`src/sdram_pkg.sv`:
```
`default_nettype none

package sdram_pkg;

	localparam int max_addrdepth = 16;

	////////////////////
	// command and timing words.
	////////////////////

	// one command cycle on the sdram pins. users drive the low sdram_addrdepth bits of adr.
	typedef struct packed {
		logic cs_n;
		logic ras_n;
		logic cas_n;
		logic we_n;
		logic [1:0] ba;
		logic [max_addrdepth-1:0] adr;
	} sdram_cmd_t;

	typedef struct packed {
		logic [2:0] rp;
		logic [2:0] rcd;
		logic cas;
		logic [3:0] rfc;
		logic [1:0] wr;
		logic [10:0] refi;
	} sdram_timing_t;

	////////////////////
	// csr word layouts.
	////////////////////

	typedef struct packed {
		logic [12:0] pad;
		logic sdram_cke;
		logic sdram_rst;
		logic bypass;
	} csr_sys_t;

	typedef struct packed {
		logic [11:0] adr;
		logic ras; // the command bits are active high here and inverted on the pins.
		logic cas;
		logic we;
		logic cs;
	} csr_cmd_t;

	typedef struct packed {
		logic [2:0] pad;
		logic [1:0] wr;
		logic [3:0] rfc;
		logic cas;
		logic [2:0] rcd;
		logic [2:0] rp;
	} csr_tim_t;

	typedef struct packed {
		logic [4:0] pad;
		logic [10:0] refi;
	} csr_refi_t;

	typedef union packed {
		csr_sys_t sys_ctl;
		csr_cmd_t bypass_cmd;
		csr_tim_t timing;
		csr_refi_t refi;
	} csr_word_t;

	// {cs_n, ras_n, cas_n, we_n}. idle is a deselect, which the device treats as a nop.
	localparam logic [3:0] cmd_nop = 4'b1111;
	localparam logic [3:0] cmd_active = 4'b0011;
	localparam logic [3:0] cmd_read = 4'b0101;
	localparam logic [3:0] cmd_write = 4'b0100;
	localparam logic [3:0] cmd_precharge = 4'b0010;
	localparam logic [3:0] cmd_refresh = 4'b0001;

	localparam logic [1:0] reg_sys = 2'd0;
	localparam logic [1:0] reg_cmd = 2'd1;
	localparam logic [1:0] reg_tim = 2'd2;
	localparam logic [1:0] reg_refi = 2'd3;

	localparam sdram_cmd_t nop_cmd = {cmd_nop, 2'b00, 16'h0000};

	function automatic sdram_cmd_t make_cmd(input logic [3:0] code, input logic [1:0] ba,
			input logic [max_addrdepth-1:0] adr);
		return {code, ba, adr};
	endfunction

	function automatic logic [3:0] cmd_code(input sdram_cmd_t c);
		return {c.cs_n, c.ras_n, c.cas_n, c.we_n};
	endfunction

endpackage

`default_nettype wire
```
`src/sdram_ctrl_top.sv`:
```
`timescale 1ns/1ns
`default_nettype none

module sdram_ctrl_top import sdram_pkg::*; #(
	parameter logic csr_addr = 1'b0,
	parameter int sdram_addrdepth = 12,
	parameter int sdram_columndepth = 8
) (
	input logic sys_clk,
	input logic sys_rst,

	input logic [2:0] csr_a,
	input logic csr_we,
	input logic [15:0] csr_di,
	output logic [15:0] csr_do,

	input logic access_stb,
	input logic access_we,
	input logic [2+sdram_addrdepth+sdram_columndepth-1:0] access_adr,
	output logic access_ack,

	output logic sdram_cke,
	output logic sdram_cs_n,
	output logic sdram_ras_n,
	output logic sdram_cas_n,
	output logic sdram_we_n,
	output logic [sdram_addrdepth-1:0] sdram_adr,
	output logic [1:0] sdram_ba
);

	logic bypass;
	logic sdram_rst;
	sdram_cmd_t bypass_cmd;
	sdram_cmd_t mgmt_cmd;
	sdram_cmd_t sdram_pins;
	sdram_timing_t timing;

	sdram_ctlif #(
		.csr_addr(csr_addr),
		.sdram_addrdepth(sdram_addrdepth)
	) i_ctlif (
		.sys_clk(sys_clk),
		.sys_rst(sys_rst),
		.csr_a(csr_a),
		.csr_we(csr_we),
		.csr_di(csr_di),
		.csr_do(csr_do),
		.bypass(bypass),
		.sdram_rst(sdram_rst),
		.sdram_cke(sdram_cke),
		.bypass_cmd(bypass_cmd),
		.timing(timing)
	);

	sdram_mgmt #(
		.sdram_addrdepth(sdram_addrdepth),
		.sdram_columndepth(sdram_columndepth)
	) i_mgmt (
		.sys_clk(sys_clk),
		.sys_rst(sys_rst),
		.bypass(bypass),
		.sdram_rst(sdram_rst),
		.timing(timing),
		.access_stb(access_stb),
		.access_we(access_we),
		.access_adr(access_adr),
		.access_ack(access_ack),
		.mgmt_cmd(mgmt_cmd)
	);

	sdram_cmd_mux i_cmd_mux (
		.sys_clk(sys_clk),
		.sys_rst(sys_rst),
		.bypass(bypass),
		.sdram_rst(sdram_rst),
		.bypass_cmd(bypass_cmd),
		.mgmt_cmd(mgmt_cmd),
		.sdram_pins(sdram_pins)
	);

	assign sdram_cs_n = sdram_pins.cs_n;
	assign sdram_ras_n = sdram_pins.ras_n;
	assign sdram_cas_n = sdram_pins.cas_n;
	assign sdram_we_n = sdram_pins.we_n;
	assign sdram_ba = sdram_pins.ba;
	assign sdram_adr = sdram_pins.adr[sdram_addrdepth-1:0]; // upper struct bits stay unused.

endmodule

`default_nettype wire

```
`src/sdram_cmd_mux.sv`:
```
`timescale 1ns/1ns
`default_nettype none

module sdram_cmd_mux import sdram_pkg::*; (
	input logic sys_clk,
	input logic sys_rst,
	input logic bypass,
	input logic sdram_rst,
	input sdram_cmd_t bypass_cmd,
	input sdram_cmd_t mgmt_cmd,
	output sdram_cmd_t sdram_pins
);

	////////////////////
	// pin register.
	////////////////////

	// every pin leaves a flop, so no decode glitch reaches the device.
	always_ff @(posedge sys_clk) begin
		if (sys_rst)
			sdram_pins <= nop_cmd;
		else if (bypass)
			sdram_pins <= bypass_cmd; // init commands pass even while sdram_rst is set.
		else if (sdram_rst)
			sdram_pins <= nop_cmd;
		else
			sdram_pins <= mgmt_cmd;
	end

	assert property (@(posedge sys_clk)
		sys_rst |=> cmd_code(sdram_pins) == cmd_nop);

endmodule

`default_nettype wire

```
`src/sdram_mgmt.sv`:
```
`timescale 1ns/1ns
`default_nettype none

module sdram_mgmt import sdram_pkg::*; #(
	parameter int sdram_addrdepth = 12,
	parameter int sdram_columndepth = 8
) (
	input logic sys_clk,
	input logic sys_rst,
	input logic bypass,
	input logic sdram_rst,
	input sdram_timing_t timing,
	input logic access_stb,
	input logic access_we,
	input logic [2+sdram_addrdepth+sdram_columndepth-1:0] access_adr,
	output logic access_ack,
	output sdram_cmd_t mgmt_cmd
);

	localparam int adr_width = 2 + sdram_addrdepth + sdram_columndepth;
	localparam logic [max_addrdepth-1:0] pre_all_adr = max_addrdepth'(1 << 10);

	typedef enum logic [2:0] {
		s_idle,
		s_act,     // row open, waiting for rcd.
		s_rw,      // read or write issued, waiting for wr or cas.
		s_pre,     // precharge issued, waiting for rp.
		s_ref_pre, // precharge all before a refresh.
		s_ref      // refresh issued, waiting for rfc.
	} state_t;

	state_t state;
	logic [3:0] wait_cnt;
	logic wait_done;
	logic [10:0] refi_cnt;
	logic ref_pending;
	logic ref_take;
	logic act_take;
	logic hold;
	logic [1:0] open_ba;
	logic [1:0] req_ba;
	logic [sdram_addrdepth-1:0] req_row;
	logic [sdram_columndepth-1:0] req_col;
	logic [max_addrdepth-1:0] row_adr;
	logic [max_addrdepth-1:0] col_adr;

	assign hold = bypass | sdram_rst;
	assign wait_done = wait_cnt == 4'd0;
	assign ref_take = (state == s_idle) && ref_pending;
	assign act_take = (state == s_idle) && !ref_pending && access_stb;

	// request address is {bank, row, column}.
	assign req_ba = access_adr[adr_width-1 -: 2];
	assign req_row = access_adr[sdram_columndepth +: sdram_addrdepth];
	assign req_col = access_adr[sdram_columndepth-1:0];
	assign row_adr = max_addrdepth'(req_row);

	always_comb begin
		col_adr = max_addrdepth'(req_col);
		col_adr[10] = 1'b0; // no auto-precharge.
	end

	////////////////////
	// refresh timer.
	////////////////////

	always_ff @(posedge sys_clk) begin
		if (sys_rst || hold) begin
			refi_cnt <= timing.refi;
			ref_pending <= 1'b0;
		end else begin
			if (ref_take)
				ref_pending <= 1'b0;
			if (refi_cnt == 11'd0) begin
				refi_cnt <= timing.refi;
				ref_pending <= 1'b1; // a fresh expiry wins over the clear.
			end else begin
				refi_cnt <= refi_cnt - 11'd1;
			end
		end
	end

	// bank of the open row, needed again for the precharge after the ack.
	always_ff @(posedge sys_clk) begin
		if (act_take)
			open_ba <= req_ba;
	end

	////////////////////
	// command sequencer.
	////////////////////

	always_ff @(posedge sys_clk) begin
		if (sys_rst || hold) begin
			state <= s_idle;
			wait_cnt <= 4'd0;
			access_ack <= 1'b0;
			mgmt_cmd <= nop_cmd;
		end else begin
			access_ack <= 1'b0;
			mgmt_cmd <= nop_cmd;
			if (!wait_done)
				wait_cnt <= wait_cnt - 4'd1;
			case (state)
				s_idle: begin
					if (ref_take) begin
						mgmt_cmd <= make_cmd(cmd_precharge, 2'b00, pre_all_adr);
						wait_cnt <= 4'(timing.rp);
						state <= s_ref_pre;
					end else if (act_take) begin
						mgmt_cmd <= make_cmd(cmd_active, req_ba, row_adr);
						wait_cnt <= 4'(timing.rcd);
						state <= s_act;
					end
				end
				s_act: begin
					if (wait_done) begin
						mgmt_cmd <= make_cmd(access_we ? cmd_write : cmd_read, open_ba, col_adr);
						access_ack <= 1'b1;
						wait_cnt <= access_we ? 4'(timing.wr) : 4'(timing.cas) + 4'd1;
						state <= s_rw;
					end
				end
				s_rw: begin
					if (wait_done) begin
						mgmt_cmd <= make_cmd(cmd_precharge, open_ba, '0);
						wait_cnt <= 4'(timing.rp);
						state <= s_pre;
					end
				end
				s_ref_pre: begin
					if (wait_done) begin
						mgmt_cmd <= make_cmd(cmd_refresh, 2'b00, '0);
						wait_cnt <= timing.rfc;
						state <= s_ref;
					end
				end
				s_pre, s_ref: begin
					if (wait_done)
						state <= s_idle;
				end
				default: state <= s_idle;
			endcase
		end
	end

	// software owns the pins in bypass.
	assert property (@(posedge sys_clk) disable iff (sys_rst)
		bypass |=> cmd_code(mgmt_cmd) == cmd_nop);

	assert property (@(posedge sys_clk) disable iff (sys_rst)
		access_ack |=> !access_ack);

endmodule

`default_nettype wire

```
`src/sdram_ctlif.sv`:
```
`timescale 1ns/1ns
`default_nettype none

module sdram_ctlif import sdram_pkg::*; #(
	parameter logic csr_addr = 1'b0,
	parameter int sdram_addrdepth = 12
) (
	input logic sys_clk,
	input logic sys_rst,
	input logic [2:0] csr_a,
	input logic csr_we,
	input logic [15:0] csr_di,
	output logic [15:0] csr_do,
	output logic bypass,
	output logic sdram_rst,
	output logic sdram_cke,
	output sdram_cmd_t bypass_cmd,
	output sdram_timing_t timing
);

	logic csr_sel;
	logic cmd_wr;
	csr_word_t wr_word;
	csr_word_t rd_word;
	logic [3:0] cmd_q;
	logic [11:0] cmd_adr; // last address written to the command register.
	logic [max_addrdepth-1:0] cmd_adr_ext;

	assign csr_sel = csr_a[2] == csr_addr;
	assign cmd_wr = csr_sel && csr_we && (csr_a[1:0] == reg_cmd);
	assign wr_word = csr_di;

	////////////////////
	// writes.
	////////////////////

	always_ff @(posedge sys_clk) begin
		if (sys_rst) begin
			bypass <= 1'b1;
			sdram_rst <= 1'b1;
			sdram_cke <= 1'b0;
			timing.rp <= 3'd2;
			timing.rcd <= 3'd2;
			timing.cas <= 1'b0;
			timing.rfc <= 4'd8;
			timing.wr <= 2'd2;
			timing.refi <= 11'd740;
		end else if (csr_sel && csr_we) begin
			case (csr_a[1:0])
				reg_sys: begin
					bypass <= wr_word.sys_ctl.bypass;
					sdram_rst <= wr_word.sys_ctl.sdram_rst;
					sdram_cke <= wr_word.sys_ctl.sdram_cke;
				end
				reg_tim: begin
					timing.rp <= wr_word.timing.rp;
					timing.rcd <= wr_word.timing.rcd;
					timing.cas <= wr_word.timing.cas;
					timing.rfc <= wr_word.timing.rfc;
					timing.wr <= wr_word.timing.wr;
				end
				reg_refi: timing.refi <= wr_word.refi.refi;
				default: begin
					// the command register is handled below.
				end
			endcase
		end
	end

	// software command, present for exactly one cycle after the write.
	always_ff @(posedge sys_clk) begin
		if (sys_rst) begin
			cmd_q <= cmd_nop;
			cmd_adr <= 12'd0;
		end else begin
			cmd_q <= cmd_wr ? ~{wr_word.bypass_cmd.cs, wr_word.bypass_cmd.ras,
				wr_word.bypass_cmd.cas, wr_word.bypass_cmd.we} : cmd_nop;
			if (cmd_wr)
				cmd_adr <= wr_word.bypass_cmd.adr;
		end
	end

	always_comb begin
		cmd_adr_ext = '0;
		cmd_adr_ext[sdram_addrdepth-1:0] = sdram_addrdepth'(cmd_adr);
	end

	assign bypass_cmd = make_cmd(cmd_q, 2'b00, cmd_adr_ext);

	////////////////////
	// reads.
	////////////////////

	always_comb begin
		rd_word = '0;
		case (csr_a[1:0])
			reg_sys: begin
				rd_word.sys_ctl.bypass = bypass;
				rd_word.sys_ctl.sdram_rst = sdram_rst;
				rd_word.sys_ctl.sdram_cke = sdram_cke;
			end
			reg_cmd: rd_word.bypass_cmd.adr = cmd_adr; // the command bits read back as zero.
			reg_tim: begin
				rd_word.timing.rp = timing.rp;
				rd_word.timing.rcd = timing.rcd;
				rd_word.timing.cas = timing.cas;
				rd_word.timing.rfc = timing.rfc;
				rd_word.timing.wr = timing.wr;
			end
			default: rd_word.refi.refi = timing.refi;
		endcase
	end

	always_ff @(posedge sys_clk) begin
		if (sys_rst)
			csr_do <= 16'd0;
		else
			csr_do <= csr_sel ? rd_word : 16'd0;
	end

	// a command reaches the sequencer side only after a write to the command register.
	assert property (@(posedge sys_clk) disable iff (sys_rst)
		!cmd_wr |=> cmd_code(bypass_cmd) == cmd_nop);

endmodule

`default_nettype wire

```
`config.mk`:
```
export PLATFORM = sky130hd
export DESIGN_NAME = sdram_ctrl_top
export DESIGN_NICKNAME = d
export VERILOG_FILES = /design/src/sdram_pkg.sv /design/src/sdram_ctrl_top.sv /design/src/sdram_cmd_mux.sv /design/src/sdram_mgmt.sv /design/src/sdram_ctlif.sv
export SDC_FILE = /design/constraint.sdc
export NUM_CORES = 1
export LEC_CHECK = 0
export BUFFER_PORTS_ARGS = -buffer_cell sky130_fd_sc_hd__buf_4
export CELL_PAD_IN_SITES_DETAIL_PLACEMENT = 0
export CELL_PAD_IN_SITES_GLOBAL_PLACEMENT = 1
export CORE_ASPECT_RATIO = 0.8
export CORE_UTILIZATION = 25
export DETAILED_ROUTE_END_ITERATION = 12
export MAX_ROUTING_LAYER = met4
export PLACE_DENSITY = 0.59
export SYNTH_ARGS = -nofsm -noshare
export SYNTH_HDL_FRONTEND = slang
export SYNTH_SLANG_ARGS = --single-unit
export TNS_END_PERCENT = 5
```
`constraint.sdc`:
```
create_clock -name sys_clk -period 2.1 [get_ports sys_clk]
set_input_delay 0.21 -clock sys_clk [delete_from_list [all_inputs] [get_ports sys_clk]]
set_output_delay 0.21 -clock sys_clk [all_outputs]
set_load 0.005 [all_outputs]
```
* Word level (Yosys, flattened, before mapping)
Cells that the tools add are included.
** Cells by class
- Reduce and logical (&&, ||, !) cells :: 23
- Bitwise operators :: 6
- Multiplexer cells :: 33
- Equal/unequal tests :: 13
- $add $sub $neg :: 3
** Operators by type and width (number)
- 22-bit two-way mux :: 7
- 22-bit one-hot mux with 4 select lines :: 1
- 4-bit two-way mux :: 7
- 11-bit two-way mux :: 2
- 7-bit one-hot mux with 3 select lines :: 1
- 3-bit two-way mux :: 6
- 4-bit one-hot mux with 4 select lines :: 1
- 3-bit one-hot mux with 5 select lines :: 1
- 11-bit zero test :: 1
- 11-bit by 1-bit subtractor with 11-bit output (second input constant) :: 1
- 2-bit OR reduction :: 5
- 3-bit one-hot mux with 3 select lines :: 1
- 2-bit by 1-bit inequality test with 1-bit output (second input constant) :: 4
- 3-bit by 2-bit == test with 1-bit output (second input constant) :: 2
- 3-bit == test (second input constant) :: 2
- 2-bit AND reduction :: 3
- 3-bit OR reduction :: 2
- 1-bit logical AND :: 5
- 5-bit AND reduction :: 1
- 2-bit == test (second input constant) :: 2
- 4-bit zero test :: 1
- 1-bit two-way mux :: 4
- 1-bit NOT :: 4
- 4-bit NOT :: 1
- other kinds (13) :: 13
** Storage, ports and cells
- Logic and storage cells :: 109
- Output and inout port bits :: 36
- Register bits after elaboration :: 121
- Input bits :: 46

* Logic depth before layout (Yosys ltp)
- Depth in word-level cells :: 6
- Gate-level depth with buffers :: 8
- Depth with buffers taken out :: 7

* Hierarchy
From an unflattened synthesis, not the netlist that was laid out.
** Unflattened totals
- Cells, all modules :: 584
- Area total of the unflattened synthesis :: 5398.9 µm²
** By module, submodules not included
- sdram_ctlif :: area each 2531.2 µm², cells each 248, instances 1, sequential area each 1181.1 µm²
- sdram_mgmt :: area each 1923.1 µm², cells each 237, instances 1, sequential area each 820.8 µm²
- sdram_cmd_mux :: area each 944.7 µm², cells each 99, instances 1, sequential area each 440.4 µm²

* Worst setup path before layout
OpenSTA, ideal clock, no wires.
- Path type :: reg-to-reg
- Start point :: register i_mgmt.wait_cnt[0]
- End point :: register, netlist name i_mgmt.mgmt_cmd[21]
- Clock period less this slack :: 1.726 ns
- Slack :: 0.374 ns
- Buffers on the path :: 1
- Data arrival time :: 1.592 ns
- Stages on the path, launching flop included :: 9
- Data required time :: 1.966 ns
- Library setup time :: 0.134 ns
- Path through :: dfxtp_1 -> inv_1 -> ha_1 -> or3b_1 -> clkbuf_1 -> nor2_1 -> nor2_1 -> a311oi_1 -> o21ai_0
** Between the ends
- Longest elaborated chain between the ends :: 3
- Elaborated cells on any way between the ends :: 5
- Classes of those cells :: 4 x mux; 1 x reduce/logical
** Ends and longest elaborated chain
- start: declaration :: line sdram_mgmt.sv:33 : logic [3:0] wait_cnt;
- start signal: assignment :: line sdram_mgmt.sv:103 : wait_cnt <= wait_cnt - 4'd1;
- start signal: assignment :: line sdram_mgmt.sv:108 : wait_cnt <= 4'(timing.rp);
- start signal: assignment :: line sdram_mgmt.sv:112 : wait_cnt <= 4'(timing.rcd);
- 4-bit zero test * :: line sdram_mgmt.sv:48 : assign wait_done = wait_cnt == 4'd0;
- 22-bit two-way mux (on tied branches) :: line sdram_mgmt.sv:132, sdram_mgmt.sv:117, sdram_mgmt.sv:125
- 22-bit one-hot mux with 4 select lines * :: line sdram_mgmt.sv:104 : case (state)
Every way passes the cells marked *; elsewhere a longest branch is shown, timed or not.
A chain may end at the register's enable or synchronous reset.

* Final worst setup path
- Start point :: register i_mgmt.wait_cnt[0]
- End point :: register i_mgmt.state[2]
** Between the ends
- Longest elaborated chain between the ends :: 3
- Elaborated cells on any way between the ends :: 6
- Classes of those cells :: 4 x eq/ne; 2 x reduce/logical
** Ends and longest elaborated chain
- 4-bit zero test * :: line sdram_mgmt.sv:48
- 2-bit by 1-bit inequality test with 1-bit output (no source line)
- 5-bit AND reduction (no source line) *
- end signal: assignment :: line sdram_mgmt.sv:95 : state <= s_idle;
- end signal: assignment :: line sdram_mgmt.sv:109 : state <= s_ref_pre;
- end signal: assignment :: line sdram_mgmt.sv:113 : state <= s_act;
- end: declaration :: line sdram_mgmt.sv:32 : state_t state;
Marks and branches as above.

==> results.cfg <==
[setup_path]
ff2ff_path_depth = 7
critPathLaunchType = flop
critPathLaunch = i_mgmt.wait_cnt[0]
critPathRequiredTime_ns = 2.40
end_kind = flop
criticalPathCategory = reg2reg
rr_endpoint = i_mgmt.state[2]
r2r_start = i_mgmt.wait_cnt[0]
slowest_stage = nor3b_1
rrSetupSlack_ns = 0.17
cp.arrival_ns = 2.23
cp_max_fo = 9
slowest_delay_ns = 0.43
critPathCapture = i_mgmt.state[2]
crit_chain = inv_1 > ha_1 > nor3b_1 > buf_4 > nand2_1 > a22o_1 > and3_1

[cts]
clk_latency_ns = 0.41
cts-buffers-inserted = 17
root_buffer = clkbuf_16
clock-sinks = 117
cts_tree = done
clk_pin_slew_ns = 0.05
clock_path_buffers = 2
cts_max_level = 4

[final_layout]
stdcell_count = 854
utilization = 0.348
nNetsFinal = 668
area_growth_pct = 34.0
num_antenna_cells = 0
drive_above_1_share = 0.229

[routing]
ant_nets = 0
firstDrtPassIters = 4
drt-vias-per-instance = 4.70
vias = 4016
wirelength_mm = 13.6
detail_route.wl_per_cell_microns = 15.9
first_iter_violations = 208
drc = 0

[synthesis]
syn_area_sq_um = 4580
ys.flop_type = dfxtp_1
yosysMostFrequentCell = dfxtp_1
ys_ff_latch = 117
synth_top_area_frac = 0.502
synthTopCellsByCount = dfxtp_1 (115), nand2_1 (95), a21oi_1 (56)
ys.warnings.count = 0
postSynthAreaPerCell_sq_um = 8.73
yosysTopAreaCell = dfxtp_1
ys_seq_area_frac = 0.515
syn_nets = 577
synth_edf_count = 2
syn_inst = 525
async_flop_share = 0
netlist_top_cells_area = dfxtp_1 (50%), nand2_1 (7.8%), a21oi_1 (6.1%)
synth_cell_types = 58

[global_route]
grt_pass1_wl_mm = 21.7
grt_usage = 0.158
grt_pass1_vias = 4020
grt-ovfl-total = 0
grt_max_degree = 26
antenna_found_initial = 0

[placed_design]
dpl_worst_slack_ns = 0.161
placed_cells = 817
gp_congestion = 0.851
portBuffers = 81
dp_hpwl_mm = 10.1

[floorplan]
dieHeight_microns = 123
fp.coreArea_sq_um = 17600
ios = 82
die_x_microns = 153
die_area_sq_um = 18900
start_util = 0.260
num_rows = 43

[outcome]
status = finished clean

[power]
seqPwrFrac = 0.417
power.density_nw_per_um2 = 895
power_frac_comb = 0.052
p_clk_frac = 0.530
switching_share = 0.222
intPower_mw = 4.28
p_leak_nw = 2.44
switchingPower_mw = 1.22
ir_worst_vdd_mv = 0.524

[timing]
slew_headroom = 0.360
setup_ws_ns = 0.174
final-hold-violation-count = 0
skew_ns = 0.00484
worst_slew_pin_slew_ns = 0.958
max_freq_mhz = 519
setup_tns_ns = 0
rsz0062_at_grt = false
slew_viol_final = 0
finalCriticalPeriod_ns = 1.93
setup_viol = 0
period_share = 0.917

[run]
max_cap_violations = 0

[worst_hold_path]
min_path_type = in2reg
whs_path_depth = 2
==> layout by cell type, fill, tap and decap left out, types with 5 or more instances in the layout <==
master and n:
and2_1 5, and3_1 10, ha_1 6, o21ai_0 12, nor3_1 8, a22o_1 13
clkbuf_16 18, nand2_1 95, nand3b_1 10, a22oi_1 22, a21oi_1 56, nor2_1 55
nand3_1 6, xnor2_1 6, nor2b_1 5, buf_4 100, dlygate4sd3_1 5, inv_1 10
dfxtp_1 115
==> through the flow <==
| step | hold WS, ns | power [mW] | cell area [sq um] |
|---|---|---|---|
| finish | 0.0146 | 5.50 | 6140 |
| global route | 0.00653 | 5.72 | 6140 |
| CTS | 0.00210 | 5.56 | 6140 |
| detailed placement | 0.405 | 2.63 | 5480 |
| global placement | 0.403 | 2.62 | 5480 |
| floorplan | 0.272 | 2.47 | 4580 |
==> worst min-delay path by stage <==
stage | startpoint | endpoint
after global placement | access_adr[21] | i_mgmt.open_ba[1]
after global routing | access_adr[19] | i_mgmt.mgmt_cmd[11]
after detailed placement | access_adr[20] | i_mgmt.open_ba[0]
after CTS | csr_di[1] | i_ctlif.cmd_q[0]
final | csr_di[1] | i_ctlif.cmd_q[0]
after floorplan | csr_di[1] | i_ctlif.cmd_q[0]
==> critical path: cells and delay by family (launching register included) <==
kind	cells	cell delay (ns)
DFF	1	0.34
buffers and inverters	2	0.35
adders and majority gates	1	0.22
and+or+nand+nor	3	0.71
AOI/OAI and AO/OA	1	0.22
==> layout make-up <==
| type | instances | area (sq um) |
|---|---|---|
| Tap cell | 225 | 282 |
| Fill cell | 1858 | 11500 |
| Sequential cell | 117 | 2360 |
| Clock buffer | 21 | 482 |
| Multi-Input combinational cell | 364 | 2040 |
| Timing Repair Buffer | 106 | 821 |
| Clock inverter | 11 | 121 |
| Inverter | 10 | 37.5 |
==> metal layers <==
layer	vias up	track usage	part of all wire	routed length, microns
li1	1997	-	-	-
met1	1911	0.213	0.51	6960
met2	99	0.229	0.43	5910
met3	9	0.0410	0.044	605
met4	0	0.0550	0.0093	127
met5	-	-	0	0
==> power by group through the flow <==
stage          registers (mW)  logic (mW)  clock network, mW
2_1_floorplan            2.33       0.134                  0
3_3_place_gp             2.34       0.282                  0
3_5_place_dp             2.34       0.283                  0
4_1_cts                  2.29       0.291               2.98
5_1_grt                  2.30       0.318               3.10
6_report                 2.30       0.288               2.92
==> flip-flops by register name, indices dropped and copies added (netlist names) <==
register and cells:
i_ctlif.timing 24, i_cmd_mux.sdram_pins 18, i_mgmt.mgmt_cmd 18, i_ctlif.csr_do 16, i_ctlif.cmd_adr 12, i_mgmt.refi_cnt 11
i_ctlif.cmd_q 4, i_mgmt.wait_cnt 4, i_mgmt.state 3, i_mgmt.open_ba 2, i_ctlif.bypass 1, i_ctlif.sdram_cke 1
i_ctlif.sdram_rst 1, i_mgmt.access_ack 1, i_mgmt.ref_pending 1
==> cell families (layout without fill, tap and decap cells) <==
| family | count (synthesis) | in the layout | share of synthesized area |
|---|---|---|---|
| AND/OR/NAND/NOR | 212 | 212 | 0.212 |
| AO/OA/AOI/OAI | 136 | 136 | 0.195 |
| flip-flops | 117 | 117 | 0.515 |
| buffers and inverters | 44 | 148 | 0.0412 |
| XOR/XNOR | 8 | 8 | 0.0153 |
| adder cells (fa/ha/maj) | 6 | 6 | 0.0164 |
| multiplexers | 2 | 2 | 0.00464 |
==> timing repair <==
| action | in CTS | in global routing |
|---|---|---|
| hold buffers | 5 | 0 |
| setup buffers | 0 | 0 |
| endpoints found under the hold margin | 5 | 0 |
| endpoints found under the setup margin | 0 | 2 |
| gates resized for setup | 0 | 1 |
Power figures use the tool's default switching activity.
